<file path="src/common/cpu_defines.svh">
`ifndef CPU_DEFINES_SVH
`define CPU_DEFINES_SVH

// Datapath word width
`define XLEN 32

// Register file index width, 32 registers
`define REG_AW 5

// Instruction address width
`define PC_W 12

// Data memory index width, 256 words
`define DMEM_AW 8

`define IMM_W 17
`define STATUS_W 27

// jal writes its return address here
`define LINK_REG 31

`endif

</file>
<file path="src/common/cpu_pkg.sv">
`default_nettype none

`include "cpu_defines.svh"

package cpu_pkg;

	////////////////////
	// Widths with meaning

	typedef logic [`XLEN-1:0]    word_t;
	typedef logic [`XLEN-1:0]    instr_t;
	typedef logic [`REG_AW-1:0]  reg_idx_t;
	typedef logic [`PC_W-1:0]    pc_t;
	typedef logic [`IMM_W-1:0]   imm_t;
	typedef logic [`STATUS_W-1:0] status_t;
	typedef logic [`DMEM_AW-1:0] dmem_addr_t;

	////////////////////
	// Encodings

	// Instruction bits 31:27
	typedef enum logic [4:0] {
		OP_ARITH = 5'd0,
		OP_J     = 5'd1,
		OP_BNE   = 5'd2,
		OP_JAL   = 5'd3,
		OP_JR    = 5'd4,
		OP_ADDI  = 5'd5,
		OP_BLT   = 5'd6,
		OP_SW    = 5'd7,
		OP_LW    = 5'd8,
		OP_SETX  = 5'd21
	} opcode_e;

	// R-type ALU op, bits 6:2
	typedef enum logic [4:0] {
		ALU_ADD = 5'd0,
		ALU_SUB = 5'd1,
		ALU_AND = 5'd2,
		ALU_OR  = 5'd3,
		ALU_SLL = 5'd4,
		ALU_SRA = 5'd5
	} alu_op_e;

	// Register write-back source
	typedef enum logic [1:0] {
		WB_ALU,
		WB_MEM,
		WB_LINK
	} wb_sel_e;

endpackage

`default_nettype wire

</file>
<file path="src/common/ctrl_if.sv">
`timescale 1ns/1ns
`default_nettype none

interface ctrl_if;

	// ALU control
	cpu_pkg::alu_op_e  alu_op;
	logic [4:0]        shamt;
	cpu_pkg::word_t    imm;
	logic              use_imm;

	// Register file
	cpu_pkg::reg_idx_t ra_idx;
	cpu_pkg::reg_idx_t rb_idx;
	cpu_pkg::reg_idx_t wr_idx;
	logic              reg_we;
	cpu_pkg::wb_sel_e  wb_sel;

	// Store strobe
	logic              mem_we;

	// Control flow, target also feeds setx
	logic              is_bne;
	logic              is_blt;
	logic              is_j;
	logic              is_jr;
	cpu_pkg::status_t  target;

	// Status register
	logic              ovf_chk;
	logic              setx;

	modport decoder (
		output alu_op, shamt, imm, use_imm, ra_idx, rb_idx, wr_idx, reg_we, wb_sel,
		output mem_we, is_bne, is_blt, is_j, is_jr, target, ovf_chk, setx
	);

	modport datapath (
		input alu_op, shamt, imm, use_imm, ra_idx, rb_idx, wr_idx, reg_we, wb_sel,
		input mem_we, is_bne, is_blt, is_j, is_jr, target, ovf_chk, setx
	);

endinterface

`default_nettype wire

</file>
<file path="src/alu/alu.sv">
`timescale 1ns/1ns
`default_nettype none

`include "cpu_defines.svh"

module alu (
	input  cpu_pkg::word_t i_a,
	input  cpu_pkg::word_t i_b,
	ctrl_if.datapath       ctl,
	output cpu_pkg::word_t o_result,
	output logic           o_ne,
	output logic           o_lt,
	output logic           o_ovf
);

	cpu_pkg::word_t op_b;
	cpu_pkg::word_t sum;
	cpu_pkg::word_t diff;
	logic           add_ovf;
	logic           sub_ovf;

	// Operand B, immediate for addi, sw and lw
	assign op_b = ctl.use_imm ? ctl.imm : i_b;

	assign sum  = i_a + op_b;
	assign diff = i_a - op_b;

	////////////////////
	// Flags

	// Same-sign inputs, sum flips sign
	assign add_ovf = (i_a[`XLEN-1] == op_b[`XLEN-1]) && (sum[`XLEN-1] != i_a[`XLEN-1]);
	// Opposite signs, difference takes sign of B
	assign sub_ovf = (i_a[`XLEN-1] != op_b[`XLEN-1]) && (diff[`XLEN-1] != i_a[`XLEN-1]);

	assign o_ovf = (ctl.alu_op == cpu_pkg::ALU_SUB) ? sub_ovf : add_ovf;
	assign o_ne  = (diff != '0);
	// Signed less-than, corrected for overflow
	assign o_lt  = diff[`XLEN-1] ^ sub_ovf;

	////////////////////
	// Result select

	always_comb begin
		case (ctl.alu_op)
			cpu_pkg::ALU_ADD: o_result = sum;
			cpu_pkg::ALU_SUB: o_result = diff;
			cpu_pkg::ALU_AND: o_result = i_a & op_b;
			cpu_pkg::ALU_OR:  o_result = i_a | op_b;
			cpu_pkg::ALU_SLL: o_result = i_a << ctl.shamt;
			cpu_pkg::ALU_SRA: o_result = cpu_pkg::word_t'($signed(i_a) >>> ctl.shamt);
			default:          o_result = '0;
		endcase
	end

	// Store address must fit in data memory
	always_comb begin
		if (ctl.mem_we) begin
			assert final (o_result[`XLEN-1:`DMEM_AW] == '0)
				else $error("store address %h out of data memory", o_result);
		end
	end

endmodule

`default_nettype wire

</file>
<file path="src/flat_wrapper.sv">
// flat-port wrapper written by rule: the top's interface ports become plain ports
module alu_flat 
  (i_a, i_b, o_result, o_ne, o_lt, o_ovf, ctl_alu_op, ctl_shamt, ctl_imm, ctl_use_imm, ctl_ra_idx, ctl_rb_idx, ctl_wr_idx, ctl_reg_we, ctl_wb_sel, ctl_mem_we, ctl_is_bne, ctl_is_blt, ctl_is_j, ctl_is_jr, ctl_target, ctl_ovf_chk, ctl_setx);
  ctrl_if ctl_i ();
  input  cpu_pkg::word_t i_a;
  input  cpu_pkg::word_t i_b;
  output cpu_pkg::word_t o_result;
  output logic o_ne;
  output logic o_lt;
  output logic o_ovf;
  input wire logic [$bits(ctl_i.alu_op)-1:0] ctl_alu_op;
  input wire logic [$bits(ctl_i.shamt)-1:0] ctl_shamt;
  input wire logic [$bits(ctl_i.imm)-1:0] ctl_imm;
  input wire logic [$bits(ctl_i.use_imm)-1:0] ctl_use_imm;
  input wire logic [$bits(ctl_i.ra_idx)-1:0] ctl_ra_idx;
  input wire logic [$bits(ctl_i.rb_idx)-1:0] ctl_rb_idx;
  input wire logic [$bits(ctl_i.wr_idx)-1:0] ctl_wr_idx;
  input wire logic [$bits(ctl_i.reg_we)-1:0] ctl_reg_we;
  input wire logic [$bits(ctl_i.wb_sel)-1:0] ctl_wb_sel;
  input wire logic [$bits(ctl_i.mem_we)-1:0] ctl_mem_we;
  input wire logic [$bits(ctl_i.is_bne)-1:0] ctl_is_bne;
  input wire logic [$bits(ctl_i.is_blt)-1:0] ctl_is_blt;
  input wire logic [$bits(ctl_i.is_j)-1:0] ctl_is_j;
  input wire logic [$bits(ctl_i.is_jr)-1:0] ctl_is_jr;
  input wire logic [$bits(ctl_i.target)-1:0] ctl_target;
  input wire logic [$bits(ctl_i.ovf_chk)-1:0] ctl_ovf_chk;
  input wire logic [$bits(ctl_i.setx)-1:0] ctl_setx;
  assign ctl_i.alu_op = ctl_alu_op;
  assign ctl_i.shamt = ctl_shamt;
  assign ctl_i.imm = ctl_imm;
  assign ctl_i.use_imm = ctl_use_imm;
  assign ctl_i.ra_idx = ctl_ra_idx;
  assign ctl_i.rb_idx = ctl_rb_idx;
  assign ctl_i.wr_idx = ctl_wr_idx;
  assign ctl_i.reg_we = ctl_reg_we;
  assign ctl_i.wb_sel = ctl_wb_sel;
  assign ctl_i.mem_we = ctl_mem_we;
  assign ctl_i.is_bne = ctl_is_bne;
  assign ctl_i.is_blt = ctl_is_blt;
  assign ctl_i.is_j = ctl_is_j;
  assign ctl_i.is_jr = ctl_is_jr;
  assign ctl_i.target = ctl_target;
  assign ctl_i.ovf_chk = ctl_ovf_chk;
  assign ctl_i.setx = ctl_setx;
  alu u_core (.i_a(i_a), .i_b(i_b), .ctl(ctl_i), .o_result(o_result), .o_ne(o_ne), .o_lt(o_lt), .o_ovf(o_ovf));
endmodule
</file>
<file path="config.mk">
export PLATFORM = sky130hd
export DESIGN_NAME = alu_flat
export DESIGN_NICKNAME = d
export VERILOG_FILES = /design/src/common/cpu_pkg.sv /design/src/common/ctrl_if.sv /design/src/alu/alu.sv /design/src/flat_wrapper.sv
export VERILOG_INCLUDE_DIRS = /design/src /design/src/common
export SDC_FILE = /design/constraint.sdc
export NUM_CORES = 1
export LEC_CHECK = 0
export BUFFER_PORTS_ARGS = -buffer_cell sky130_fd_sc_hd__buf_4
export CORE_ASPECT_RATIO = 0.75
export CORE_MARGIN = 2
export CORE_UTILIZATION = 45
export DETAILED_ROUTE_END_ITERATION = 10
export MAX_ROUTING_LAYER = met4
export PLACE_DENSITY_LB_ADDON = 0.25
export SETUP_SLACK_MARGIN = 0.15
export SLEW_MARGIN = 20
export SYNTH_ARGS = -nofsm -noshare
export SYNTH_HDL_FRONTEND = slang
export SYNTH_SLANG_ARGS = --single-unit
</file>
<file path="constraint.sdc">
create_clock -name vclk -period 8.4
set_input_delay 0.42 -clock vclk [all_inputs]
set_output_delay 0.42 -clock vclk [all_outputs]
set_load 0.01 [all_outputs]
</file>
# == After elaboration in Yosys (flattened, before gate mapping) ==
# Index checks and enable logic that the tools add are counted.
# Widths: inputs -> output; s select.
# totals
wordCells,23
output_inout_bits,35
inputBits,159
reg_bits,0
# classes
n_eq_ne,9
n_mux,3
shift,2
n_reduce_logical,4
bitwise_logic,3
addsub,2
# op_table
op,n
$pmux 32 s6,1
$add 32x32->32,1
$and 32x32->32,1
$mux 32,1
$or 32x32->32,1
$reduce_bool 32->1,1
$shl 32x5->32,1
$sshr 32x5->32,1
$sub 32x32->32,1
$eq 5x2->1 const B,2
$eq 5x3->1 const B,2
$eq 5x1->1 const B,1
$logic_not 5->1,1
$ne 1x1->1,3
$logic_and 1x1->1,2
$eq 1x1->1,1
$mux 1,1
$xor 1x1->1,1

# == Depth between registers and ports, before layout ==
# logic_depth
word_depth,5
depth_mapped,24
mapped_depth_nobuf,22

# == Worst setup path before layout ==
# OpenSTA, ideal clock, no wires.
# synth_timing
path_kind,input port to output port
start,input port ctl_use_imm
end,output port o_ne
path_stages,23
required_time_ns,7.980
path_buffers,2
setup_slack_ns,2.424
arrival_time_ns,5.556
path_cell_list,clkbuf_1 -> buf_1 -> mux2i_1 -> ha_1 -> nor3_1 -> o2111ai_1 -> nand3_1 -> o21ai_0 -> a221oi_1 -> a21oi_1 -> o21a_1 -> o21bai_1 -> a21oi_1 -> fa_1 -> and4b_1 -> o2111ai_1 -> a2111oi_0 -> o2111ai_1 -> nor4b_1 -> nand4b_1 -> nor4_1 -> and4_1 -> nand4_1
# synth_via
elab_chain_len,3
# synth_rtl
item,line_no,text
from (decl),flat_wrapper.sv:14,input wire logic [$bits(ctl_i.use_imm)-1:0] ctl_use_imm;
$mux 32,alu.sv:23,assign op_b = ctl.use_imm ? ctl.imm : i_b;
$sub 32x32->32,alu.sv:26,assign diff = i_a - op_b;
$reduce_bool 32->1,alu.sv:37,assign o_ne = (diff != '0);
to (decl),flat_wrapper.sv:8,output logic o_ne;
# Every way passes these cells.

# == Worst setup path after layout ==
# Ends and elaborated chain as after synthesis.

==> flow_summary.json <==
{
  "row_count": 44,
  "setup_violations": 0,
  "fin_crit_ps": 7440,
  "min_to": "o_lt",
  "design.die.area_um2": 20600,
  "vias": 10691,
  "seq_cell_count": 0,
  "crit_required_ps": 7980,
  "synth_area_um2": 8770,
  "fp.dieH_um": 125,
  "place_congestion": 1.05,
  "wl_per_cell_um": 24.2,
  "end_kind": "primary output",
  "dp_cells": 1618,
  "worstPathBufferInverterCount": 3,
  "grt.total_usage_pct": 37.5,
  "syn-num-nets": 1577,
  "slowest_stage": "fa_1",
  "grt_start_max_net_pins": 93,
  "fin_setup_tns_ps": 0,
  "drive_above_1_share_pct": 14.1,
  "synth_fa_ha_area_share_pct": 17.5,
  "ff_latch_area_um2": 0,
  "synth_top_family_by_area": "compound AO/OA/AOI/OAI gates",
  "die_x_um": 165,
  "synth_area_leaders": "ha_1 17%, mux2i_1 14%, o21ai_0 8.0%, a21oi_1 6.0%, nor2_1 5.9%",
  "grt_pass1_wl_mm": 57.8,
  "yosys.area_share.simple_pct": 18.7,
  "clockBufferCount": 0,
  "dp_hpwl_mm": 32.0,
  "synth.top_cell.area_share_pct": 16.8,
  "synthToLayoutAreaGrowth_pct": 13.1,
  "fin_crit_sh_pct": 88.5,
  "tightest_slew_ps": 1080,
  "nFillCells": 1999,
  "holdCritStartpoint": "i_a[31]",
  "io_pins": 194,
  "syn_inst": 1297,
  "synth_cell_type_count": 78,
  "drt-initial-drc-count": 1583,
  "yosysSeqAreaShare_pct": 0,
  "crit_fanout": 23,
  "cts_setup_buffers": 0,
  "syn_area_per_cell_um2": 6.76,
  "crit_family": "simple AND/OR/NAND/NOR gates",
  "slew-limit-headroom_pct": 27.9,
  "core_um2": 19200,
  "ant_nets": 0,
  "yosysWarnings": 0,
  "drc": 0,
  "critPathArrivalTime_ps": 7020,
  "grt_overflow": 0,
  "final_cell_count_no_fill": 1619,
  "timing.fmax_mhz": 134,
  "routed_wl_mm": 39.2,
  "post_drt_via_cell_ratio": 6.60,
  "cts_hold_buffers": 0,
  "synth_top_cell_by_area": "ha_1",
  "io_buffers": 142,
  "final_nets": 1647,
  "antenna_found_initial": 1,
  "critPathKind": "input port to primary output",
  "rsz0062_at_grt": "no",
  "drv_cap": 0,
  "synth_compound_area_share_pct": 32.2,
  "synthMuxAreaShare_pct": 19.2,
  "slew_violations": 0,
  "critPathLaunchType": "input port",
  "synth_xor_area_share_pct": 4.39,
  "cts_resized": 0,
  "path_cells": "buf_4 > mux2i_1 > ha_1 > nor3_1 > o2111ai_1 > nand3_1 > o21ai_0 > buf_4 > a221oi_1 > a21oi_1 > o21a_1 > o21bai_1 > a21oi_1 > fa_1 > and4b_1 > o2111ai_1 > a2111oi_0 > o2111ai_1 > nor4b_1 > nand4b_1 > nor4_1 > and4_1 > nand4_1 > buf_4",
  "grt_pass1_vias": 9488,
  "hold_depth": 3,
  "firstDrtPassIters": 6,
  "status": "complete, no violations",
  "hold_viol": 0,
  "start_util_pct": 45.7,
  "cpPeakStageDelay_ps": 590,
  "hold_class": "input port to primary output"
}
-- worst max-delay path by stage --
stage                     depth (start not counted)    to        start
final                                            24  o_ne  ctl_use_imm
after CTS                                        24  o_ne  ctl_use_imm
after global routing                             24  o_ne  ctl_use_imm
after detailed placement                         24  o_ne  ctl_use_imm
after global placement                           24  o_ne  ctl_use_imm
after floorplan                                  23  o_ne  ctl_use_imm
-- area by class of cell --
cell class / count / area, um^2 / share of cell area [%]
tap: 253 / 317 / 3.19
multi-input combinational: 1114 / 8090 / 81.5
timing repair buffer: 152 / 1140 / 11.5
antenna: 1 / 2.50 / 0.0252
inverter: 99 / 372 / 3.75
-- per-layer routing --
layer / GRT usage [%] / part of all wire [%] / vias up
met2: 50.6 / 40 / 688
met3: 8.16 / 13 / 45
met4: 3.79 / 1.3 / 0
li1: - / - / 4885
met5: - / 0 / -
met1: 57.7 / 45 / 5073
-- metrics by stage --
step           hold WS, ps  util (%)  setup slack (ps)  area, um^2
5_1_grt               1400      51.6               466        9920
3_3_place_gp          1370      51.6              1310        9920
2_1_floorplan         1040         -              2420        8770
6_report              1370      51.6               964        9920
4_1_cts               1370      51.6              1170        9920
3_5_place_dp          1370      51.6              1190        9920
-- kinds of logic (layout without fill, tap and decap cells) --
logic type / count (synthesis) / after routing
AO/OA/AOI/OAI: 442 / 442
AND/OR/NAND/NOR: 359 / 359
XOR/XNOR: 44 / 44
buffers and inverters: 183 / 251
adder cells (fa/ha/maj): 121 / 121
other: 0 / 1
multiplexers: 148 / 148
-- layout by cell type, fill, tap and decap left out, types with 30 or more instances in the layout --
master   instances
buf_4          152
o21ai_0        141
nor2_1         139
mux2i_1        127
ha_1           118
a21oi_1        106
inv_1           96
nand2_1         92
xnor2_1         35
nor3_1          30
-- cells in the mapped netlist (all sizes together) (5+ instances only) --
master / instances
nor4: 7
o221ai: 10
o311ai: 9
nor2b: 10
ha: 118
or3: 6
nor2: 139
nor3b: 5
and3: 6
o21bai: 8
a211oi: 20
a22oi: 7
a31oi: 12
a21oi: 107
buf: 28
nand2b: 14
nand4: 7
o21ai: 144
mux4: 16
inv: 98
a21o: 19
mux2: 5
nand2: 92
o22ai: 12
clkbuf: 56
nand3: 23
o211ai: 19
xnor2: 35
xor2: 9
o2111ai: 6
a221oi: 14
o31ai: 10
nor3: 30
o21a: 9
mux2i: 127
