## src/common/cpu_defines.svh

```systemverilog
`ifndef CPU_DEFINES_SVH
`define CPU_DEFINES_SVH

// Datapath word width
`define XLEN 32

// Register file index width, 32 registers
`define REG_AW 5

// Instruction address width
`define PC_W 12

// Data memory index width, 256 words
`define DMEM_AW 8

`define IMM_W 17
`define STATUS_W 27

// jal writes its return address here
`define LINK_REG 31

`endif

```

## src/common/cpu_pkg.sv

```systemverilog
`default_nettype none

`include "cpu_defines.svh"

package cpu_pkg;

	////////////////////
	// Widths with meaning

	typedef logic [`XLEN-1:0]    word_t;
	typedef logic [`XLEN-1:0]    instr_t;
	typedef logic [`REG_AW-1:0]  reg_idx_t;
	typedef logic [`PC_W-1:0]    pc_t;
	typedef logic [`IMM_W-1:0]   imm_t;
	typedef logic [`STATUS_W-1:0] status_t;
	typedef logic [`DMEM_AW-1:0] dmem_addr_t;

	////////////////////
	// Encodings

	// Instruction bits 31:27
	typedef enum logic [4:0] {
		OP_ARITH = 5'd0,
		OP_J     = 5'd1,
		OP_BNE   = 5'd2,
		OP_JAL   = 5'd3,
		OP_JR    = 5'd4,
		OP_ADDI  = 5'd5,
		OP_BLT   = 5'd6,
		OP_SW    = 5'd7,
		OP_LW    = 5'd8,
		OP_SETX  = 5'd21
	} opcode_e;

	// R-type ALU op, bits 6:2
	typedef enum logic [4:0] {
		ALU_ADD = 5'd0,
		ALU_SUB = 5'd1,
		ALU_AND = 5'd2,
		ALU_OR  = 5'd3,
		ALU_SLL = 5'd4,
		ALU_SRA = 5'd5
	} alu_op_e;

	// Register write-back source
	typedef enum logic [1:0] {
		WB_ALU,
		WB_MEM,
		WB_LINK
	} wb_sel_e;

endpackage

`default_nettype wire

```

## src/common/ctrl_if.sv

```systemverilog
`timescale 1ns/1ns
`default_nettype none

interface ctrl_if;

	// ALU control
	cpu_pkg::alu_op_e  alu_op;
	logic [4:0]        shamt;
	cpu_pkg::word_t    imm;
	logic              use_imm;

	// Register file
	cpu_pkg::reg_idx_t ra_idx;
	cpu_pkg::reg_idx_t rb_idx;
	cpu_pkg::reg_idx_t wr_idx;
	logic              reg_we;
	cpu_pkg::wb_sel_e  wb_sel;

	// Store strobe
	logic              mem_we;

	// Control flow, target also feeds setx
	logic              is_bne;
	logic              is_blt;
	logic              is_j;
	logic              is_jr;
	cpu_pkg::status_t  target;

	// Status register
	logic              ovf_chk;
	logic              setx;

	modport decoder (
		output alu_op, shamt, imm, use_imm, ra_idx, rb_idx, wr_idx, reg_we, wb_sel,
		output mem_we, is_bne, is_blt, is_j, is_jr, target, ovf_chk, setx
	);

	modport datapath (
		input alu_op, shamt, imm, use_imm, ra_idx, rb_idx, wr_idx, reg_we, wb_sel,
		input mem_we, is_bne, is_blt, is_j, is_jr, target, ovf_chk, setx
	);

endinterface

`default_nettype wire

```

## src/verilog/reg_file.sv

```systemverilog
`timescale 1ns/1ns
`default_nettype none

`include "cpu_defines.svh"

module reg_file (
	input  logic             i_clk,
	input  logic             i_rst_n,
	ctrl_if.datapath         ctl,
	input  cpu_pkg::word_t   i_wdata,
	input  cpu_pkg::word_t   i_mem_rdata,
	input  cpu_pkg::pc_t     i_pc_plus_one,
	input  logic             i_alu_ovf,
	output cpu_pkg::word_t   o_rdata_a,
	output cpu_pkg::word_t   o_rdata_b,
	output cpu_pkg::status_t o_status
);

	cpu_pkg::word_t   regs [2**`REG_AW];
	cpu_pkg::word_t   wb_data;
	cpu_pkg::status_t status_q;

	////////////////////
	// Write-back

	// i_wdata is the ALU result
	always_comb begin
		case (ctl.wb_sel)
			cpu_pkg::WB_MEM:  wb_data = i_mem_rdata;
			cpu_pkg::WB_LINK: wb_data = {{(`XLEN-`PC_W){1'b0}}, i_pc_plus_one};
			default:          wb_data = i_wdata;
		endcase
	end

	always_ff @(posedge i_clk or negedge i_rst_n) begin
		if (!i_rst_n) begin
			for (int i = 0; i < 2**`REG_AW; i++) begin
				regs[i] <= '0;
			end
		end else if (ctl.reg_we && (ctl.wr_idx != '0)) begin
			regs[ctl.wr_idx] <= wb_data;
		end
	end

	// Register 0 reads as zero
	assign o_rdata_a = (ctl.ra_idx == '0) ? '0 : regs[ctl.ra_idx];
	assign o_rdata_b = (ctl.rb_idx == '0) ? '0 : regs[ctl.rb_idx];

	////////////////////
	// Status register

	always_ff @(posedge i_clk or negedge i_rst_n) begin
		if (!i_rst_n) begin
			status_q <= '0;
		end else if (ctl.setx) begin
			status_q <= ctl.target;
		end else if (ctl.ovf_chk) begin
			status_q <= {{(`STATUS_W-1){1'b0}}, i_alu_ovf};
		end
	end

	assign o_status = status_q;

	a_reg0_zero: assert property (@(posedge i_clk) disable iff (!i_rst_n)
		regs[0] == '0)
		else $error("register 0 was written");

endmodule

`default_nettype wire

```

## src/flat_wrapper.sv

```systemverilog
// flat-port wrapper written by rule: the top's interface ports become plain ports
module reg_file_flat 
  (i_clk, i_rst_n, i_wdata, i_mem_rdata, i_pc_plus_one, i_alu_ovf, o_rdata_a, o_rdata_b, o_status, ctl_alu_op, ctl_shamt, ctl_imm, ctl_use_imm, ctl_ra_idx, ctl_rb_idx, ctl_wr_idx, ctl_reg_we, ctl_wb_sel, ctl_mem_we, ctl_is_bne, ctl_is_blt, ctl_is_j, ctl_is_jr, ctl_target, ctl_ovf_chk, ctl_setx);
  ctrl_if ctl_i ();
  input  logic i_clk;
  input  logic i_rst_n;
  input  cpu_pkg::word_t i_wdata;
  input  cpu_pkg::word_t i_mem_rdata;
  input  cpu_pkg::pc_t i_pc_plus_one;
  input  logic i_alu_ovf;
  output cpu_pkg::word_t o_rdata_a;
  output cpu_pkg::word_t o_rdata_b;
  output cpu_pkg::status_t o_status;
  input wire logic [$bits(ctl_i.alu_op)-1:0] ctl_alu_op;
  input wire logic [$bits(ctl_i.shamt)-1:0] ctl_shamt;
  input wire logic [$bits(ctl_i.imm)-1:0] ctl_imm;
  input wire logic [$bits(ctl_i.use_imm)-1:0] ctl_use_imm;
  input wire logic [$bits(ctl_i.ra_idx)-1:0] ctl_ra_idx;
  input wire logic [$bits(ctl_i.rb_idx)-1:0] ctl_rb_idx;
  input wire logic [$bits(ctl_i.wr_idx)-1:0] ctl_wr_idx;
  input wire logic [$bits(ctl_i.reg_we)-1:0] ctl_reg_we;
  input wire logic [$bits(ctl_i.wb_sel)-1:0] ctl_wb_sel;
  input wire logic [$bits(ctl_i.mem_we)-1:0] ctl_mem_we;
  input wire logic [$bits(ctl_i.is_bne)-1:0] ctl_is_bne;
  input wire logic [$bits(ctl_i.is_blt)-1:0] ctl_is_blt;
  input wire logic [$bits(ctl_i.is_j)-1:0] ctl_is_j;
  input wire logic [$bits(ctl_i.is_jr)-1:0] ctl_is_jr;
  input wire logic [$bits(ctl_i.target)-1:0] ctl_target;
  input wire logic [$bits(ctl_i.ovf_chk)-1:0] ctl_ovf_chk;
  input wire logic [$bits(ctl_i.setx)-1:0] ctl_setx;
  assign ctl_i.alu_op = ctl_alu_op;
  assign ctl_i.shamt = ctl_shamt;
  assign ctl_i.imm = ctl_imm;
  assign ctl_i.use_imm = ctl_use_imm;
  assign ctl_i.ra_idx = ctl_ra_idx;
  assign ctl_i.rb_idx = ctl_rb_idx;
  assign ctl_i.wr_idx = ctl_wr_idx;
  assign ctl_i.reg_we = ctl_reg_we;
  assign ctl_i.wb_sel = ctl_wb_sel;
  assign ctl_i.mem_we = ctl_mem_we;
  assign ctl_i.is_bne = ctl_is_bne;
  assign ctl_i.is_blt = ctl_is_blt;
  assign ctl_i.is_j = ctl_is_j;
  assign ctl_i.is_jr = ctl_is_jr;
  assign ctl_i.target = ctl_target;
  assign ctl_i.ovf_chk = ctl_ovf_chk;
  assign ctl_i.setx = ctl_setx;
  reg_file u_core (.i_clk(i_clk), .i_rst_n(i_rst_n), .ctl(ctl_i), .i_wdata(i_wdata), .i_mem_rdata(i_mem_rdata), .i_pc_plus_one(i_pc_plus_one), .i_alu_ovf(i_alu_ovf), .o_rdata_a(o_rdata_a), .o_rdata_b(o_rdata_b), .o_status(o_status));
endmodule
```

## config.mk

```make
export PLATFORM = sky130hd
export DESIGN_NAME = reg_file_flat
export DESIGN_NICKNAME = d
export VERILOG_FILES = /design/src/common/cpu_pkg.sv /design/src/common/ctrl_if.sv /design/src/verilog/reg_file.sv /design/src/flat_wrapper.sv
export VERILOG_INCLUDE_DIRS = /design/src /design/src/common
export SDC_FILE = /design/constraint.sdc
export NUM_CORES = 2
export LEC_CHECK = 0
export BUFFER_PORTS_ARGS = -buffer_cell sky130_fd_sc_hd__buf_2
export CAP_MARGIN = 20
export CELL_PAD_IN_SITES_DETAIL_PLACEMENT = 0
export CELL_PAD_IN_SITES_GLOBAL_PLACEMENT = 1
export CORE_UTILIZATION = 50
export CTS_CLUSTER_DIAMETER = 80
export DETAILED_ROUTE_END_ITERATION = 7
export PLACE_DENSITY = 0.8
export SLEW_MARGIN = 20
export SYNTH_ARGS = -nofsm -noshare
export SYNTH_HDL_FRONTEND = slang
export SYNTH_SLANG_ARGS = --single-unit
```

## constraint.sdc

```tcl
create_clock -name i_clk -period 2.4 [get_ports i_clk]
set_input_delay 0.48 -clock i_clk [delete_from_list [all_inputs] [get_ports i_clk]]
set_output_delay 0.48 -clock i_clk [all_outputs]
set_load 0.02 [all_outputs]
```

**Word-level counts from Yosys, hierarchy flattened**

Cells that the tools add are included.

- Magnitude comparators: 4
- Eq/ne operators: 2
- Muxes and demuxes: 14
- Bitwise gates (word level): 3
- Reduce and logical (&&, ||, !) cells: 6

Operators with widths:

| kind | number |
|---|---|
| $bwmux W1024 | 1 |
| $bmux W32 S5 | 2 |
| $mux W32 | 7 |
| $demux W32 S5 | 1 |
| $pmux W32 S2 | 1 |
| $mux W27 | 2 |
| $ge A6 B6 Y1 const B | 3 |
| $not A5 Y6 | 3 |
| $logic_not A5 Y1 | 2 |
| $lt A6 B1 Y1 const B | 1 |
| $reduce_bool A5 Y1 | 1 |
| $eq A2 B1 Y1 const B | 1 |
| $eq A2 B2 Y1 const B | 1 |
| $logic_and A1 B1 Y1 | 2 |
| $reduce_bool A2 Y1 | 1 |

- Register bits after elaboration: 1,051

**Depth between registers and ports, before layout**

- Depth in word-level cells: 6
- Mapped depth: 9
- Mapped depth without buffers: 6

**Worst setup path before layout**

Ideal clock, no wire load.

- Kind: input port to output port
- Start: input port ctl_rb_idx[0]
- End: output port o_rdata_b[11]
- Arrival time: 2,049 ps
- Required time: 1,920 ps
- Path slack: -129 ps
- Cell stages on the path: 7
- Cells stage by stage: buf_4 -> inv_2 -> buf_4 -> buf_4 -> clkbuf_1 -> o2111ai_1 -> a311oi_1

- Cells in the longest elaborated chain, start to end: 5

RTL lines:

| item | line | source |
|---|---|---|
| from (decl) | flat_wrapper.sv:19 | `input wire logic [$bits(ctl_i.rb_idx)-1:0] ctl_rb_idx;` |
| $not A5 Y6 (implied by the code) | reg_file.sv:47 | `assign o_rdata_b = (ctl.rb_idx == '0) ? '0 : regs[ctl.rb_idx];` |
| $bmux W32 S5 | reg_file.sv:47 |  |
| $mux W32 (implied by the code) (2 in series) | reg_file.sv:47 |  |
| $mux W32 (*) | reg_file.sv:47 |  |
| to (decl) | flat_wrapper.sv:12 | `output cpu_pkg::word_t o_rdata_b;` |

Every way passes the cells marked *; elsewhere a longest branch is shown, timed or not. The select of a mux whose other input is x is not followed.

**Final worst setup path**

- Start: register u_core.regs[770] (netlist bit)
- End: output port o_rdata_b[2]

- Cells in the longest elaborated chain, start to end: 4

RTL lines:

| item | line | source |
|---|---|---|
| from (decl) | reg_file.sv:19 | `` cpu_pkg::word_t regs [2**`REG_AW]; `` |
| from (signal, indexed assignment) | reg_file.sv:41 | `regs[ctl.wr_idx] <= wb_data;` |
| $bmux W32 S5 | reg_file.sv:47 |  |
| $mux W32 (implied by the code) (2 in series) | reg_file.sv:47 |  |
| $mux W32 | reg_file.sv:47 |  |

Every way passes these cells. The select of a mux whose other input is x is not followed.

==> reports/metrics.cfg <==
[floorplanning]
die_w_um=330
die_h_um=330
coreArea_um2=107000
initial_core_util=0.504
die-area_um2=109000
row_count=120
io_pins=265

[power_and_ir_drop]
peakVddDrop_v=0.000610
intPower_mw=37.3
swShare=0.288
combPwrFrac=0.210
power_frac_seq=0.433
p_total_mw=52.4
powerDensity_nw_per_um2=771
p_sw_mw=15.1
p_clk_frac=0.358
leakage_nw=29.9

[clock_network]
cts.path.max_buffers=3
path_clk_slew_ps=60
root_buffer=clkbuf_16
htreeDepth=3
cts.sinks=1051
cts_buffers=114
clkLatencyLatePin_ps=700
tritoncts=yes

[placement]
dp_slack_ps=-604
place_area_um2=61000
gp_congestion=0.888
dp_hpwl_mm=124
numPortBuffers=216

[synth]
synth_seq_area_share=0.488
synth_flop_cell=dfrtp_1
ys.warnings.count=0
synth_top_family_by_area=multiplexers
synth_adder_area_share=0.000464
ys_types=42
synth_cells=4849
yosysTopAreaCellShare=0.488
synth_area_leaders=dfrtp_1 (49%), mux4_2 (19%), o21ai_0 (9.0%)
synthSimpleGateAreaFrac=0.0880
yosys.area.top_type=dfrtp_1
synth_compound_area_frac=0.151
muxShareOfSynthArea=0.225
syn_nets=5025
asyncSetResetFlopFracSynth=1.00
netlist_area_um2=53900
yosys-top-cells-count=nand2_1 (1,052), dfrtp_1 (1,051), o21ai_0 (965), mux4_2 (448), clkbuf_1 (385)
ys_seq_elements=1051
yosysMostFrequentCell=nand2_1
synth_edf_count=0
syn_area_per_cell_um2=11.1
synth-xor-area-share=0

[sta]
maxSlewViolCount=0
period_minus_slack_ps=2900
setup_viol=64
rsz0062_at_grt=true
timing.final.hold_violations=0
finClkSkew_ps=0
tightest_slew_ps=1030
finalSetupTns_ps=-25100
min_period_over_period=1.21
hold_ws_ps=96.4
clock.fmax_mhz=345
setup_slack_ps=-496
relSlewSlack=0.314

[critical_path]
path_buf_inv=2
cp-end-kind=output pin
cp_data_required_time_ps=1920
path_cells=buf_6, mux4_2, mux2_4, o21ai_4, a311oi_2, buf_4
critPathMaxFanout=2
worst_setup_path_start_kind=flip-flop
crit_slowest_cell=mux4_2
cp_top_family=multiplexers
rrSetupSlack_ps=1470
arrival_ps=2420
critPathKind=reg2out
critPathMaxStageDelay_ps=470

[routing]
wl_mm=194
drc=0
drt_first_pass_iters=8
wl_per_cell_um=28.8
via_count=43900
viasPerCell=6.52
drtIter0Drc=5184
ant_nets=0

[outcome]
status=finished, violations left
violations=setup timing

[grt]
grt_use_total=0.360
grt_pass1_vias=43400
grt_antenna_before_repair=3
grt_start_max_net_pins=104
grt_pass1_wl_mm=288
overflow=0

[final_layout]
areaGrowthSynthToFinish_pct=26.2
final_cell_area_um2=68000
diodes=0
drive_gt1_frac=0.342
finalNetCount=5418

[worst_hold_path]
hold_path_class=in2reg

[job]
drv_cap=0

[placed cells by master (no fill, tap or decap), types with 64 or more instances in the layout]
cell	count
buf_12	178
o21ai_1	73
mux2i_1	128
o21ai_2	64
buf_4	411
o21ai_0	956
dfrtp_1	1051
clkbuf_16	119
mux4_2	448
a22oi_1	69
nand2_1	1032
buf_2	146
[timing repair]
action / 4_1_cts / 5_1_grt
setup endpoints to repair: 64 / 64
gates cloned: 12 / 1
hold buffers: 28 / 0
endpoints found under the hold margin: 53 / 0
pin swaps: 69 / 46
resized for setup: 334 / 84
buffers inserted: 34 / 39
[state kept, by name, summed over array words and instances, names as in the netlist]
register and flops:
u_core.regs 1024, u_core.o_status 27
[logic make-up (layout without fill, tap and decap cells)]
| kind of cell | Yosys count | count (layout) |
|---|---|---|
| compound gates | 1428 | 1428 |
| mux | 641 | 641 |
| fa+ha+maj | 2 | 2 |
| buf+inv | 551 | 1039 |
| simple gates | 1176 | 1177 |
| flops | 1051 | 1051 |
[worst paths after layout]
| kind | from | to | cells past startpoint |
|---|---|---|---|
| max reg2reg | u_core.regs[302] | u_core.regs[302] | 4 |
| max in group asynchronous | i_rst_n | u_core.regs[542] | 4 |
| min in group asynchronous | i_rst_n | u_core.regs[619] | 2 |
| max | u_core.regs[770] | o_rdata_b[2] | 6 |
| min reg2reg | u_core.regs[997] | u_core.regs[997] | 0 |
| min | i_alu_ovf | u_core.o_status[0] | 3 |
[power by group through the flow]
stage          logic, mW  clock network (mW)  registers, mW
5_1_grt             11.9                19.6           23.0
2_1_floorplan       6.46                   0           22.1
3_3_place_gp        9.52                   0           22.6
3_5_place_dp        9.80                   0           22.8
4_1_cts             10.6                18.9           22.5
6_report            11.0                18.8           22.7
[metal layers]
layer	routed length (µm)	global-route usage
met4	9420	0.167
met5	34	0
met3	21400	0.0937
met2	86800	0.531
met1	76600	0.501
[worst reg2reg max path: stages, from the launching register on]
cell,delay (ps)
dfrtp_1,410
buf_4,150
buf_4,120
nand2_1,50
o21ai_0,70
[metrics by stage]
stage | util | cells
6_report | 0.636 | 6741
5_1_grt | 0.636 | 6741
4_1_cts | 0.629 | 6702
3_5_place_dp | 0.570 | 6423
3_3_place_gp | 0.570 | 6422
2_1_floorplan | - | 4849
[cell type report]
cell class                      instances  area [µm²]
Clock inverter                         27         413
Timing Repair Buffer                  823        8760
Multi-Input combinational cell       3248       27100
Sequential cell                      1051       26300
Tap cell                             1403        1760
Inverter                                4        20.0
Fill cell                            8138       38900
Clock buffer                          185        3610
Power figures use the tool's default switching activity.
