[src/common/cpu_defines.svh]
`ifndef CPU_DEFINES_SVH
`define CPU_DEFINES_SVH

// Datapath word width
`define XLEN 32

// Register file index width, 32 registers
`define REG_AW 5

// Instruction address width
`define PC_W 12

// Data memory index width, 256 words
`define DMEM_AW 8

`define IMM_W 17
`define STATUS_W 27

// jal writes its return address here
`define LINK_REG 31

`endif

[src/common/cpu_pkg.sv]
`default_nettype none

`include "cpu_defines.svh"

package cpu_pkg;

	////////////////////
	// Widths with meaning

	typedef logic [`XLEN-1:0]    word_t;
	typedef logic [`XLEN-1:0]    instr_t;
	typedef logic [`REG_AW-1:0]  reg_idx_t;
	typedef logic [`PC_W-1:0]    pc_t;
	typedef logic [`IMM_W-1:0]   imm_t;
	typedef logic [`STATUS_W-1:0] status_t;
	typedef logic [`DMEM_AW-1:0] dmem_addr_t;

	////////////////////
	// Encodings

	// Instruction bits 31:27
	typedef enum logic [4:0] {
		OP_ARITH = 5'd0,
		OP_J     = 5'd1,
		OP_BNE   = 5'd2,
		OP_JAL   = 5'd3,
		OP_JR    = 5'd4,
		OP_ADDI  = 5'd5,
		OP_BLT   = 5'd6,
		OP_SW    = 5'd7,
		OP_LW    = 5'd8,
		OP_SETX  = 5'd21
	} opcode_e;

	// R-type ALU op, bits 6:2
	typedef enum logic [4:0] {
		ALU_ADD = 5'd0,
		ALU_SUB = 5'd1,
		ALU_AND = 5'd2,
		ALU_OR  = 5'd3,
		ALU_SLL = 5'd4,
		ALU_SRA = 5'd5
	} alu_op_e;

	// Register write-back source
	typedef enum logic [1:0] {
		WB_ALU,
		WB_MEM,
		WB_LINK
	} wb_sel_e;

endpackage

`default_nettype wire

[src/common/ctrl_if.sv]
`timescale 1ns/1ns
`default_nettype none

interface ctrl_if;

	// ALU control
	cpu_pkg::alu_op_e  alu_op;
	logic [4:0]        shamt;
	cpu_pkg::word_t    imm;
	logic              use_imm;

	// Register file
	cpu_pkg::reg_idx_t ra_idx;
	cpu_pkg::reg_idx_t rb_idx;
	cpu_pkg::reg_idx_t wr_idx;
	logic              reg_we;
	cpu_pkg::wb_sel_e  wb_sel;

	// Store strobe
	logic              mem_we;

	// Control flow, target also feeds setx
	logic              is_bne;
	logic              is_blt;
	logic              is_j;
	logic              is_jr;
	cpu_pkg::status_t  target;

	// Status register
	logic              ovf_chk;
	logic              setx;

	modport decoder (
		output alu_op, shamt, imm, use_imm, ra_idx, rb_idx, wr_idx, reg_we, wb_sel,
		output mem_we, is_bne, is_blt, is_j, is_jr, target, ovf_chk, setx
	);

	modport datapath (
		input alu_op, shamt, imm, use_imm, ra_idx, rb_idx, wr_idx, reg_we, wb_sel,
		input mem_we, is_bne, is_blt, is_j, is_jr, target, ovf_chk, setx
	);

endinterface

`default_nettype wire

[src/verilog/instr_decoder.sv]
`timescale 1ns/1ns
`default_nettype none

`include "cpu_defines.svh"

module instr_decoder (
	input  cpu_pkg::instr_t i_instr,
	ctrl_if.decoder         ctl
);

	cpu_pkg::opcode_e  opcode;
	cpu_pkg::alu_op_e  r_alu_op;
	cpu_pkg::reg_idx_t rd;
	cpu_pkg::reg_idx_t rs;
	cpu_pkg::reg_idx_t rt;
	cpu_pkg::imm_t     imm_raw;

	////////////////////
	// Field split

	assign opcode   = cpu_pkg::opcode_e'(i_instr[31:27]);
	assign rd       = i_instr[26:22];
	assign rs       = i_instr[21:17];
	assign rt       = i_instr[16:12];
	assign r_alu_op = cpu_pkg::alu_op_e'(i_instr[6:2]);
	assign imm_raw  = i_instr[16:0];

	assign ctl.shamt  = i_instr[11:7];
	assign ctl.target = i_instr[26:0];
	assign ctl.imm    = {{(`XLEN-`IMM_W){imm_raw[`IMM_W-1]}}, imm_raw};

	////////////////////
	// Control

	always_comb begin
		// Defaults give a no-op
		ctl.alu_op  = cpu_pkg::ALU_ADD;
		ctl.use_imm = 1'b0;
		ctl.ra_idx  = rs;
		ctl.rb_idx  = rt;
		ctl.wr_idx  = rd;
		ctl.reg_we  = 1'b0;
		ctl.wb_sel  = cpu_pkg::WB_ALU;
		ctl.mem_we  = 1'b0;
		ctl.is_bne  = 1'b0;
		ctl.is_blt  = 1'b0;
		ctl.is_j    = 1'b0;
		ctl.is_jr   = 1'b0;
		ctl.ovf_chk = 1'b0;
		ctl.setx    = 1'b0;

		case (opcode)
			cpu_pkg::OP_ARITH: begin
				ctl.alu_op  = r_alu_op;
				ctl.reg_we  = 1'b1;
				ctl.ovf_chk = (r_alu_op == cpu_pkg::ALU_ADD) || (r_alu_op == cpu_pkg::ALU_SUB);
			end
			cpu_pkg::OP_ADDI: begin
				ctl.use_imm = 1'b1;
				ctl.reg_we  = 1'b1;
				ctl.ovf_chk = 1'b1;
			end
			// Address is $rs + imm, store data rides on port B
			cpu_pkg::OP_SW: begin
				ctl.use_imm = 1'b1;
				ctl.rb_idx  = rd;
				ctl.mem_we  = 1'b1;
			end
			cpu_pkg::OP_LW: begin
				ctl.use_imm = 1'b1;
				ctl.rb_idx  = rd;
				ctl.reg_we  = 1'b1;
				ctl.wb_sel  = cpu_pkg::WB_MEM;
			end
			cpu_pkg::OP_J: ctl.is_j = 1'b1;
			cpu_pkg::OP_JAL: begin
				ctl.is_j   = 1'b1;
				ctl.reg_we = 1'b1;
				ctl.wr_idx = cpu_pkg::reg_idx_t'(`LINK_REG);
				ctl.wb_sel = cpu_pkg::WB_LINK;
			end
			cpu_pkg::OP_JR: begin
				ctl.is_jr  = 1'b1;
				ctl.ra_idx = rd;
			end
			// Branches compare $rd against $rs
			cpu_pkg::OP_BNE, cpu_pkg::OP_BLT: begin
				ctl.alu_op = cpu_pkg::ALU_SUB;
				ctl.ra_idx = rd;
				ctl.rb_idx = rs;
				ctl.is_bne = (opcode == cpu_pkg::OP_BNE);
				ctl.is_blt = (opcode == cpu_pkg::OP_BLT);
			end
			cpu_pkg::OP_SETX: ctl.setx = 1'b1;
			default: ;
		endcase
	end

	// A store never also writes a register
	always_comb begin
		assert final (!(ctl.mem_we && ctl.reg_we))
			else $error("decoder drives mem_we and reg_we together");
	end

endmodule

`default_nettype wire

[src/flat_wrapper.sv]
// flat-port wrapper written by rule: the top's interface ports become plain ports
module instr_decoder_flat 
  (i_instr, ctl_alu_op, ctl_shamt, ctl_imm, ctl_use_imm, ctl_ra_idx, ctl_rb_idx, ctl_wr_idx, ctl_reg_we, ctl_wb_sel, ctl_mem_we, ctl_is_bne, ctl_is_blt, ctl_is_j, ctl_is_jr, ctl_target, ctl_ovf_chk, ctl_setx);
  ctrl_if ctl_i ();
  input  cpu_pkg::instr_t i_instr;
  output wire logic [$bits(ctl_i.alu_op)-1:0] ctl_alu_op;
  output wire logic [$bits(ctl_i.shamt)-1:0] ctl_shamt;
  output wire logic [$bits(ctl_i.imm)-1:0] ctl_imm;
  output wire logic [$bits(ctl_i.use_imm)-1:0] ctl_use_imm;
  output wire logic [$bits(ctl_i.ra_idx)-1:0] ctl_ra_idx;
  output wire logic [$bits(ctl_i.rb_idx)-1:0] ctl_rb_idx;
  output wire logic [$bits(ctl_i.wr_idx)-1:0] ctl_wr_idx;
  output wire logic [$bits(ctl_i.reg_we)-1:0] ctl_reg_we;
  output wire logic [$bits(ctl_i.wb_sel)-1:0] ctl_wb_sel;
  output wire logic [$bits(ctl_i.mem_we)-1:0] ctl_mem_we;
  output wire logic [$bits(ctl_i.is_bne)-1:0] ctl_is_bne;
  output wire logic [$bits(ctl_i.is_blt)-1:0] ctl_is_blt;
  output wire logic [$bits(ctl_i.is_j)-1:0] ctl_is_j;
  output wire logic [$bits(ctl_i.is_jr)-1:0] ctl_is_jr;
  output wire logic [$bits(ctl_i.target)-1:0] ctl_target;
  output wire logic [$bits(ctl_i.ovf_chk)-1:0] ctl_ovf_chk;
  output wire logic [$bits(ctl_i.setx)-1:0] ctl_setx;
  assign ctl_alu_op = ctl_i.alu_op;
  assign ctl_shamt = ctl_i.shamt;
  assign ctl_imm = ctl_i.imm;
  assign ctl_use_imm = ctl_i.use_imm;
  assign ctl_ra_idx = ctl_i.ra_idx;
  assign ctl_rb_idx = ctl_i.rb_idx;
  assign ctl_wr_idx = ctl_i.wr_idx;
  assign ctl_reg_we = ctl_i.reg_we;
  assign ctl_wb_sel = ctl_i.wb_sel;
  assign ctl_mem_we = ctl_i.mem_we;
  assign ctl_is_bne = ctl_i.is_bne;
  assign ctl_is_blt = ctl_i.is_blt;
  assign ctl_is_j = ctl_i.is_j;
  assign ctl_is_jr = ctl_i.is_jr;
  assign ctl_target = ctl_i.target;
  assign ctl_ovf_chk = ctl_i.ovf_chk;
  assign ctl_setx = ctl_i.setx;
  instr_decoder u_core (.i_instr(i_instr), .ctl(ctl_i));
endmodule
[config.mk]
export PLATFORM = sky130hd
export DESIGN_NAME = instr_decoder_flat
export DESIGN_NICKNAME = d
export VERILOG_FILES = /design/src/common/cpu_pkg.sv /design/src/common/ctrl_if.sv /design/src/verilog/instr_decoder.sv /design/src/flat_wrapper.sv
export VERILOG_INCLUDE_DIRS = /design/src /design/src/common
export SDC_FILE = /design/constraint.sdc
export NUM_CORES = 1
export LEC_CHECK = 0
export ABC_CLOCK_PERIOD_IN_PS = 1100
export BUFFER_PORTS_ARGS = -buffer_cell sky130_fd_sc_hd__buf_2
export CORE_ASPECT_RATIO = 0.75
export CORE_UTILIZATION = 29
export DETAILED_ROUTE_END_ITERATION = 8
export GPL_TIMING_DRIVEN = 0
export PLACE_DENSITY = 0.81
export SLEW_MARGIN = 20
export SYNTH_ARGS = -nofsm -noshare
export SYNTH_HDL_FRONTEND = slang
export SYNTH_SLANG_ARGS = --single-unit
[constraint.sdc]
create_clock -name vclk -period 1.1
set_input_delay 0 -clock vclk [all_inputs]
set_output_delay 0 -clock vclk [all_outputs]
set_load 0.02 [all_outputs]
== Yosys cells after proc, flatten, opt, wreduce, memory -nomap -nowiden ==
Cells that the tools add are included.
W data, S select, Z words.
Storage, ports and cells
  input port bits: 32
  register bits: 0
Operators by class
  mux-type cells: 14
  equal/unequal tests: 10
  reduce and logical (&&, ||, !) cells: 9
Operators by type and width (count)
  $eq A5 B3 Y1 const B: 4
  $pmux W5 S2: 2
  $eq A5 B1 Y1 const B: 2
  $eq A5 B2 Y1 const B: 2
  $logic_not A5 Y1: 2
  $mux W5: 2
  $mux W1: 8
  $reduce_or A2 Y1: 3
  $reduce_or A3 Y1: 2
  $eq A5 B4 Y1 const B: 1
  $eq A5 B5 Y1 const B: 1
  $pmux W2 S2: 1
  $reduce_or A4 Y1: 1
  $pmux W1 S2: 1
  $logic_or A1 B1 Y1: 1

== Longest topological paths before layout ==
Gate-level depths: netlist of run 1.
  depth after elaboration: 3
  mapped depth: 5
  depth with buffers taken out: 4

== Least setup slack after synthesis of run 1 ==
OpenSTA, ideal clock, no wires.
  path type: in2out
  start point: input port i_instr[29]
  end point: output port ctl_ovf_chk
  stages: 3
  arrival: 1.456 ns
  setup slack: -0.356 ns
  cells stage by stage: clkbuf_1 > nand2_1 > a2111oi_0
On the way
  word-level cells in the longest chain between the ends: 2
Ends and longest elaborated chain
  start, declared: RTL line flat_wrapper.sv:5  | input cpu_pkg::instr_t i_instr;
  $eq A5 B3 Y1 or $logic_not A5 Y1 (tied branches): RTL line instr_decoder.sv:52  | case (opcode)
  $pmux W1 S2 *: RTL line instr_decoder.sv:52
  end, declared: RTL line flat_wrapper.sv:21  | output wire logic [$bits(ctl_i.ovf_chk)-1:0] ctl_ovf_chk;
Mark *: on every way between the ends. The rest lies on a longest branch, timed or not.

== Worst setup path in the final report of run 1 ==
  start point: input port i_instr[29]
  end point: output port ctl_rb_idx[3]
On the way
  word-level cells in the longest chain between the ends: 3
Ends and longest elaborated chain
  $eq A5 B3 Y1, or another cell as far along: RTL line instr_decoder.sv:52
  $reduce_or A2 Y1, on equally long branches
  $pmux W5 S2 *: RTL line instr_decoder.sv:52
  end, declared: RTL line flat_wrapper.sv:11  | output wire logic [$bits(ctl_i.rb_idx)-1:0] ctl_rb_idx;
Marked as above.

==> run summary, run 1 <==
Fin. Hold Viols = 0
Clock buffer count = 0
Port Buf Inserts = 120
Avg Vias per Cell = 4.22
Class of the worst hold path = in -> out
Max transition margin = 79.3%
Die ar. = 0.00328 sq mm
Post-layout min period = 1.36 ns
Chip width = 65.8 um
Vias = 1242
Synth Instances = 126
Period utilization = 124%
Routed length per instance = 11.3 um
Max-Cap Viols = 0
Max Slew Vio Count = 0
GRT overflow = 0
Area of the core = 0.00274 sq mm
Most frequent cells after synthesis = buf_4, and3_1
Failing checks = setup timing
Layout cells sized above 1 = 86.8%
Crit path largest cell delay = 0.55 ns
Worst setup EP type = primary output
Final GP Congestion = 0.818
Synth warn = 0
Synthesized area = 885 sq um
Endpoints failing setup = 22
Worst Setup Start Kind = input pin
Netlist cell types = 26
Row count = 16
Seq/Total Area, Yosys = 0%
Antenna-violating nets left = 0
Fin nets = 292
Diode count = 0
Crit path launch = i_instr[29]
Critical path, cell by cell = buf_8 -> or4_4 -> a21o_4 -> a221o_1 -> buf_6
Initial antenna violation count = 0
Fmax = 733 MHz
Maximum vdd drop = 231 uV
Drt total wl = 3.33 mm
Slew @ Worst Pin = 0.310 ns
Largest cells by area after synthesis = buf_4, mux2_2, a221o_1
Syn_nets = 158
Unrepaired setup endpoints after global routing = yes
Slowest-stage cell, CP = or4_4
I/O pin cnt = 127
Final WS setup = -0.264 ns
Critical Path Stages = 5
Power per cell area = 472 mW/mm^2
Critical path class = in -> out
DR iter-0 viols = 23
Fillers = 236
DP Wirelength = 2.46 mm
Design area = 0.00192 sq mm
Sequential cells = 0
Post-synth top area cell = buf_4
Global-route wire length before repair = 4.02 mm
Most numerous cell in the Yosys netlist = buf_4
Vias in the first global route = 884
Min Hold Slack = 0.217 ns
Area grow syn2layout = 118%
Outcome = finished, violations left
Seq. cell area = 0 sq um
CP Buf/Inv Count = 2
Die Y = 49.8 um
Initial Util = 32.3%
Largest net degree at the start of global routing = 19
CP endpoint = ctl_rb_idx[3]
Static leakage = 1.14 nW
Post-DP Area = 0.00156 sq mm
Total GRT Usage = 15.2%
Drc violations = 0
Synth top area share = 54.3%
Drt pass-1 iters = 4
WP data required = 1.10 ns
Hold buffers post-CTS = 0
Syn_area_per_cell = 7.02 sq um
CP Max Fanout = 5
Crit path max-delay family = compound AO/OA/AOI/OAI gates
Arrival time worst endpoint = 1.36 ns
through the flow:
stage               instances  utilization (%)  setup TNS (ns)  worst slack (ns)  total power (W)
floorplan                 126                -          -0.708           -0.0746         0.000512
global route              294             70.2           -4.65            -0.280         0.000956
finish                    294             70.2           -3.85            -0.264         0.000908
global placement          282             56.9           -7.35            -0.457         0.000754
CTS                       283             60.1           -3.96            -0.276         0.000801
detailed placement        282             56.9           -7.57            -0.461         0.000759
routing by layer:
metal / GRT usage, % / vias to the layer above / part of all wire [%]
met5: 0 / - / 0
met4: 0 / 0 / 0
met3: 0.463 / 0 / 6.0
met2: 31.3 / 55 / 55
met1: 17.8 / 557 / 39
li1: - / 630 / -
layout by cell type (no fill, tap or decap), types with 2 or more instances in the layout:
| cell | netlist | final |
|---|---|---|
| nor4_1 | 2 | 2 |
| buf_4 | 64 | 78 |
| and2_4 | 0 | 4 |
| buf_2 | 1 | 93 |
| and3_1 | 6 | 6 |
| nand2_1 | 5 | 5 |
| mux2_4 | 0 | 5 |
| nor2_1 | 5 | 4 |
| buf_8 | 0 | 3 |
| or2_4 | 0 | 5 |
| buf_6 | 0 | 24 |
| nor3_4 | 0 | 2 |
| a21oi_1 | 3 | 2 |
| a221o_1 | 5 | 5 |
what timing repair did:
action | in CTS | in global routing
resized for setup | 22 | 71
pin swaps | 8 | 13
setup endpoints to repair | 26 | 26
buffers inserted | 1 | 11
worst min-delay path by stage:
stage          cells past startpoint   startpoint  slack (ns)            end
3_3_place_gp                       2   i_instr[0]        0.22  ctl_target[0]
6_report                           2   i_instr[9]        0.22  ctl_target[9]
2_1_floorplan                      1  i_instr[30]        0.05    ctl_ovf_chk
3_5_place_dp                       2   i_instr[1]        0.22  ctl_target[1]
4_1_cts                            2   i_instr[1]        0.22  ctl_target[1]
5_1_grt                            2  i_instr[10]        0.22   ctl_shamt[3]
layout make-up:
cell class,count,area (sq um),area share (%)
buffer,68,527,27.4
inverter,2,7.51,0.390
tap,36,45.0,2.34
multi-input combinational,56,480,25.0
timing repair buffer,132,865,44.9
kinds of logic (layout without fill, tap and decap cells):
| kind of cell | Yosys count | count (layout) | share of synthesized area (%) |
|---|---|---|---|
| mux | 5 | 5 | 6.36 |
| simple gates | 37 | 37 | 23.8 |
| compound gates | 14 | 14 | 12.9 |
| buf+inv | 70 | 202 | 57.0 |
power by group:
| group | total (W) | switching, W | leakage [nW] | internal (W) |
|---|---|---|---|---|
| logic | 0.000908 | 0.000449 | 1.14 | 0.000459 |
| clock network | 0 | 0 | 0 | 0 |
| registers | 0 | 0 | 0 | 0 |
Note: power is estimated with default switching activity, not from simulation.
==> inputs of run 2 (changes only) <==
- BUFFER_PORTS_ARGS: -buffer_cell sky130_fd_sc_hd__buf_2 -> -buffer_cell sky130_fd_sc_hd__buf_4
- REMOVE_ABC_BUFFERS: unset -> 1
==> run summary, run 2 (same netlist as run 1, synthesis figures left out) <==
Area grow syn2layout = 59.4%
GRT overflow = 0 (unchanged)
DP Worst Slack = -0.685 ns (-0.223 ns)
Pwr Total = 0.000688 W (-24%)
Final WS setup = -0.282 ns (-0.0178 ns)
Class of the worst hold path = in -> out
Fin. Hold Viols = 0 (unchanged)
Worst Setup Start Kind = input pin
Final GP Congestion = 0.703 (-14%)
Non-Filler Instances = 201 (-32%)
Max-Cap Viols = 0 (unchanged)
Vias in the first global route = 793 (-10%)
Die ar. = 0.00328 sq mm (unchanged)
Total GRT Usage = 14.9% (-0.26 points)
I/O pin cnt = 127 (unchanged)
Arrival time worst endpoint = 1.38 ns (+0.02 ns)
Drt total wl = 2.86 mm (-14%)
Drt pass-1 iters = 2 (-2)
Vias = 911 (-27%)
Failing checks = setup timing
Fin nets = 199 (-32%)
Row count = 16 (unchanged)
Antenna-violating nets left = 0 (unchanged)
Diode count = 0 (unchanged)
Port Buf Inserts = 101 (-16%)
Endpoints failing setup = 20 (-9.1%)
Period utilization = 126% (+1.6 points)
Power per cell area = 488 mW/mm^2 (+3.4%)
Area occupied by multi-input gates = 487 sq um (+1.3%)
Static leakage = 0.744 nW (-35%)
Slew @ Worst Pin = 0.238 ns (-0.0725 ns)
Outcome = finished, violations left
Seq. cell area = 0 sq um (unchanged)
Area of the core = 0.00274 sq mm (unchanged)
Most common cell after layout, fill and taps aside = buf_4
Global-route wire length before repair = 3.91 mm (-2.9%)
DP Wirelength = 2.17 mm (-12%)
CP Max Fanout = 5 (unchanged)
Unrepaired setup endpoints after global routing = yes
Maximum vdd drop = 327 uV (+41%)
Setup TNS = -2.07 ns (+1.77 ns)
Worst setup EP type = primary output
Sequential cells = 0 (unchanged)
Hold buffers post-CTS = 0 (unchanged)
DR iter-0 viols = 5 (-78%)
Drc violations = 0 (unchanged)
Fillers = 265 (+12%)
Clock buffer count = 0 (unchanged)
Max Slew Vio Count = 0 (unchanged)
Initial antenna violation count = 0 (unchanged)
Initial Util = 32.3% (unchanged)
Critical path class = in -> out
Max transition margin = 84.0% (+4.7 points)
Routed length per instance = 14.2 um (+26%)
Layout cells sized above 1 = 78.8% (-8.0 points)
Chip width = 65.8 um (unchanged)
Die Y = 49.8 um (unchanged)
Placed cell count = 195 (-31%)
Most frequent cells in the layout = buf_4, buf_6, and3_1
Post-layout min period = 1.38 ns (+0.0178 ns)
Fmax = 724 MHz (-1.3%)
Avg Vias per Cell = 4.53 (+7.3%)
Largest net degree at the start of global routing = 19 (unchanged)
WP data required = 1.10 ns (about the same)
[run 2: final cells by class]
| type | instances | share of cell area (%) |
|---|---|---|
| multi-input combinational | 56 | 34.5 |
| timing repair buffer | 107 | 61.6 |
| inverter | 2 | 0.710 |
| tap | 36 | 3.19 |
[run 2: what timing repair did]
action / CTS / global route
pin swaps: 8 / 3
buffers inserted: 4 / 2
gates resized for setup: 22 / 18
gates cloned: 0 / 0
endpoints found under the setup margin: 24 / 22
endpoints found under the hold margin: 0 / 0
[run 2: routing by layer]
metal | GRT usage (%) | share of wire, %
met5 | 0 | 0
met4 | 0 | 0
met3 | 9.03 | 15
met2 | 23.5 | 45
met1 | 18.3 | 40
[run 2: worst paths after layout]
kind | from | to | slack, ns | cells after the start
setup / recovery | i_instr[30] | ctl_rb_idx[1] | -0.28 | 6
hold / removal | i_instr[1] | ctl_imm[1] | 0.00008 | 0
[run 2: critical path, cell delays in order]
cell and delay, ns:
buf_8 0.09, inv_4 0.03, or4_4 0.53, a21o_4 0.24
a221o_1 0.35, buf_6 0.14
[run 2: stage by stage]
| step | hold WS, ns | utilization (%) | area [sq um] |
|---|---|---|---|
| after floorplan | 0 | - | 388 |
| after global placement | 0.000215 | 43.4 | 1190 |
| after detailed placement | 0.000215 | 43.4 | 1190 |
| after CTS | 0.000215 | 48.0 | 1320 |
| after global routing | 0.000177 | 51.4 | 1410 |
| final | 0.0000775 | 51.4 | 1410 |
[run 2: report_power, final]
| part | internal, W | leakage (nW) | switching [W] | total [W] |
|---|---|---|---|---|
| Combinational | 0.000328 | 0.744 | 0.000359 | 0.000688 |
| Clock | 0 | 0 | 0 | 0 |
| Sequential | 0 | 0 | 0 | 0 |
| Total | 0.000328 | 0.744 | 0.000359 | 0.000688 |
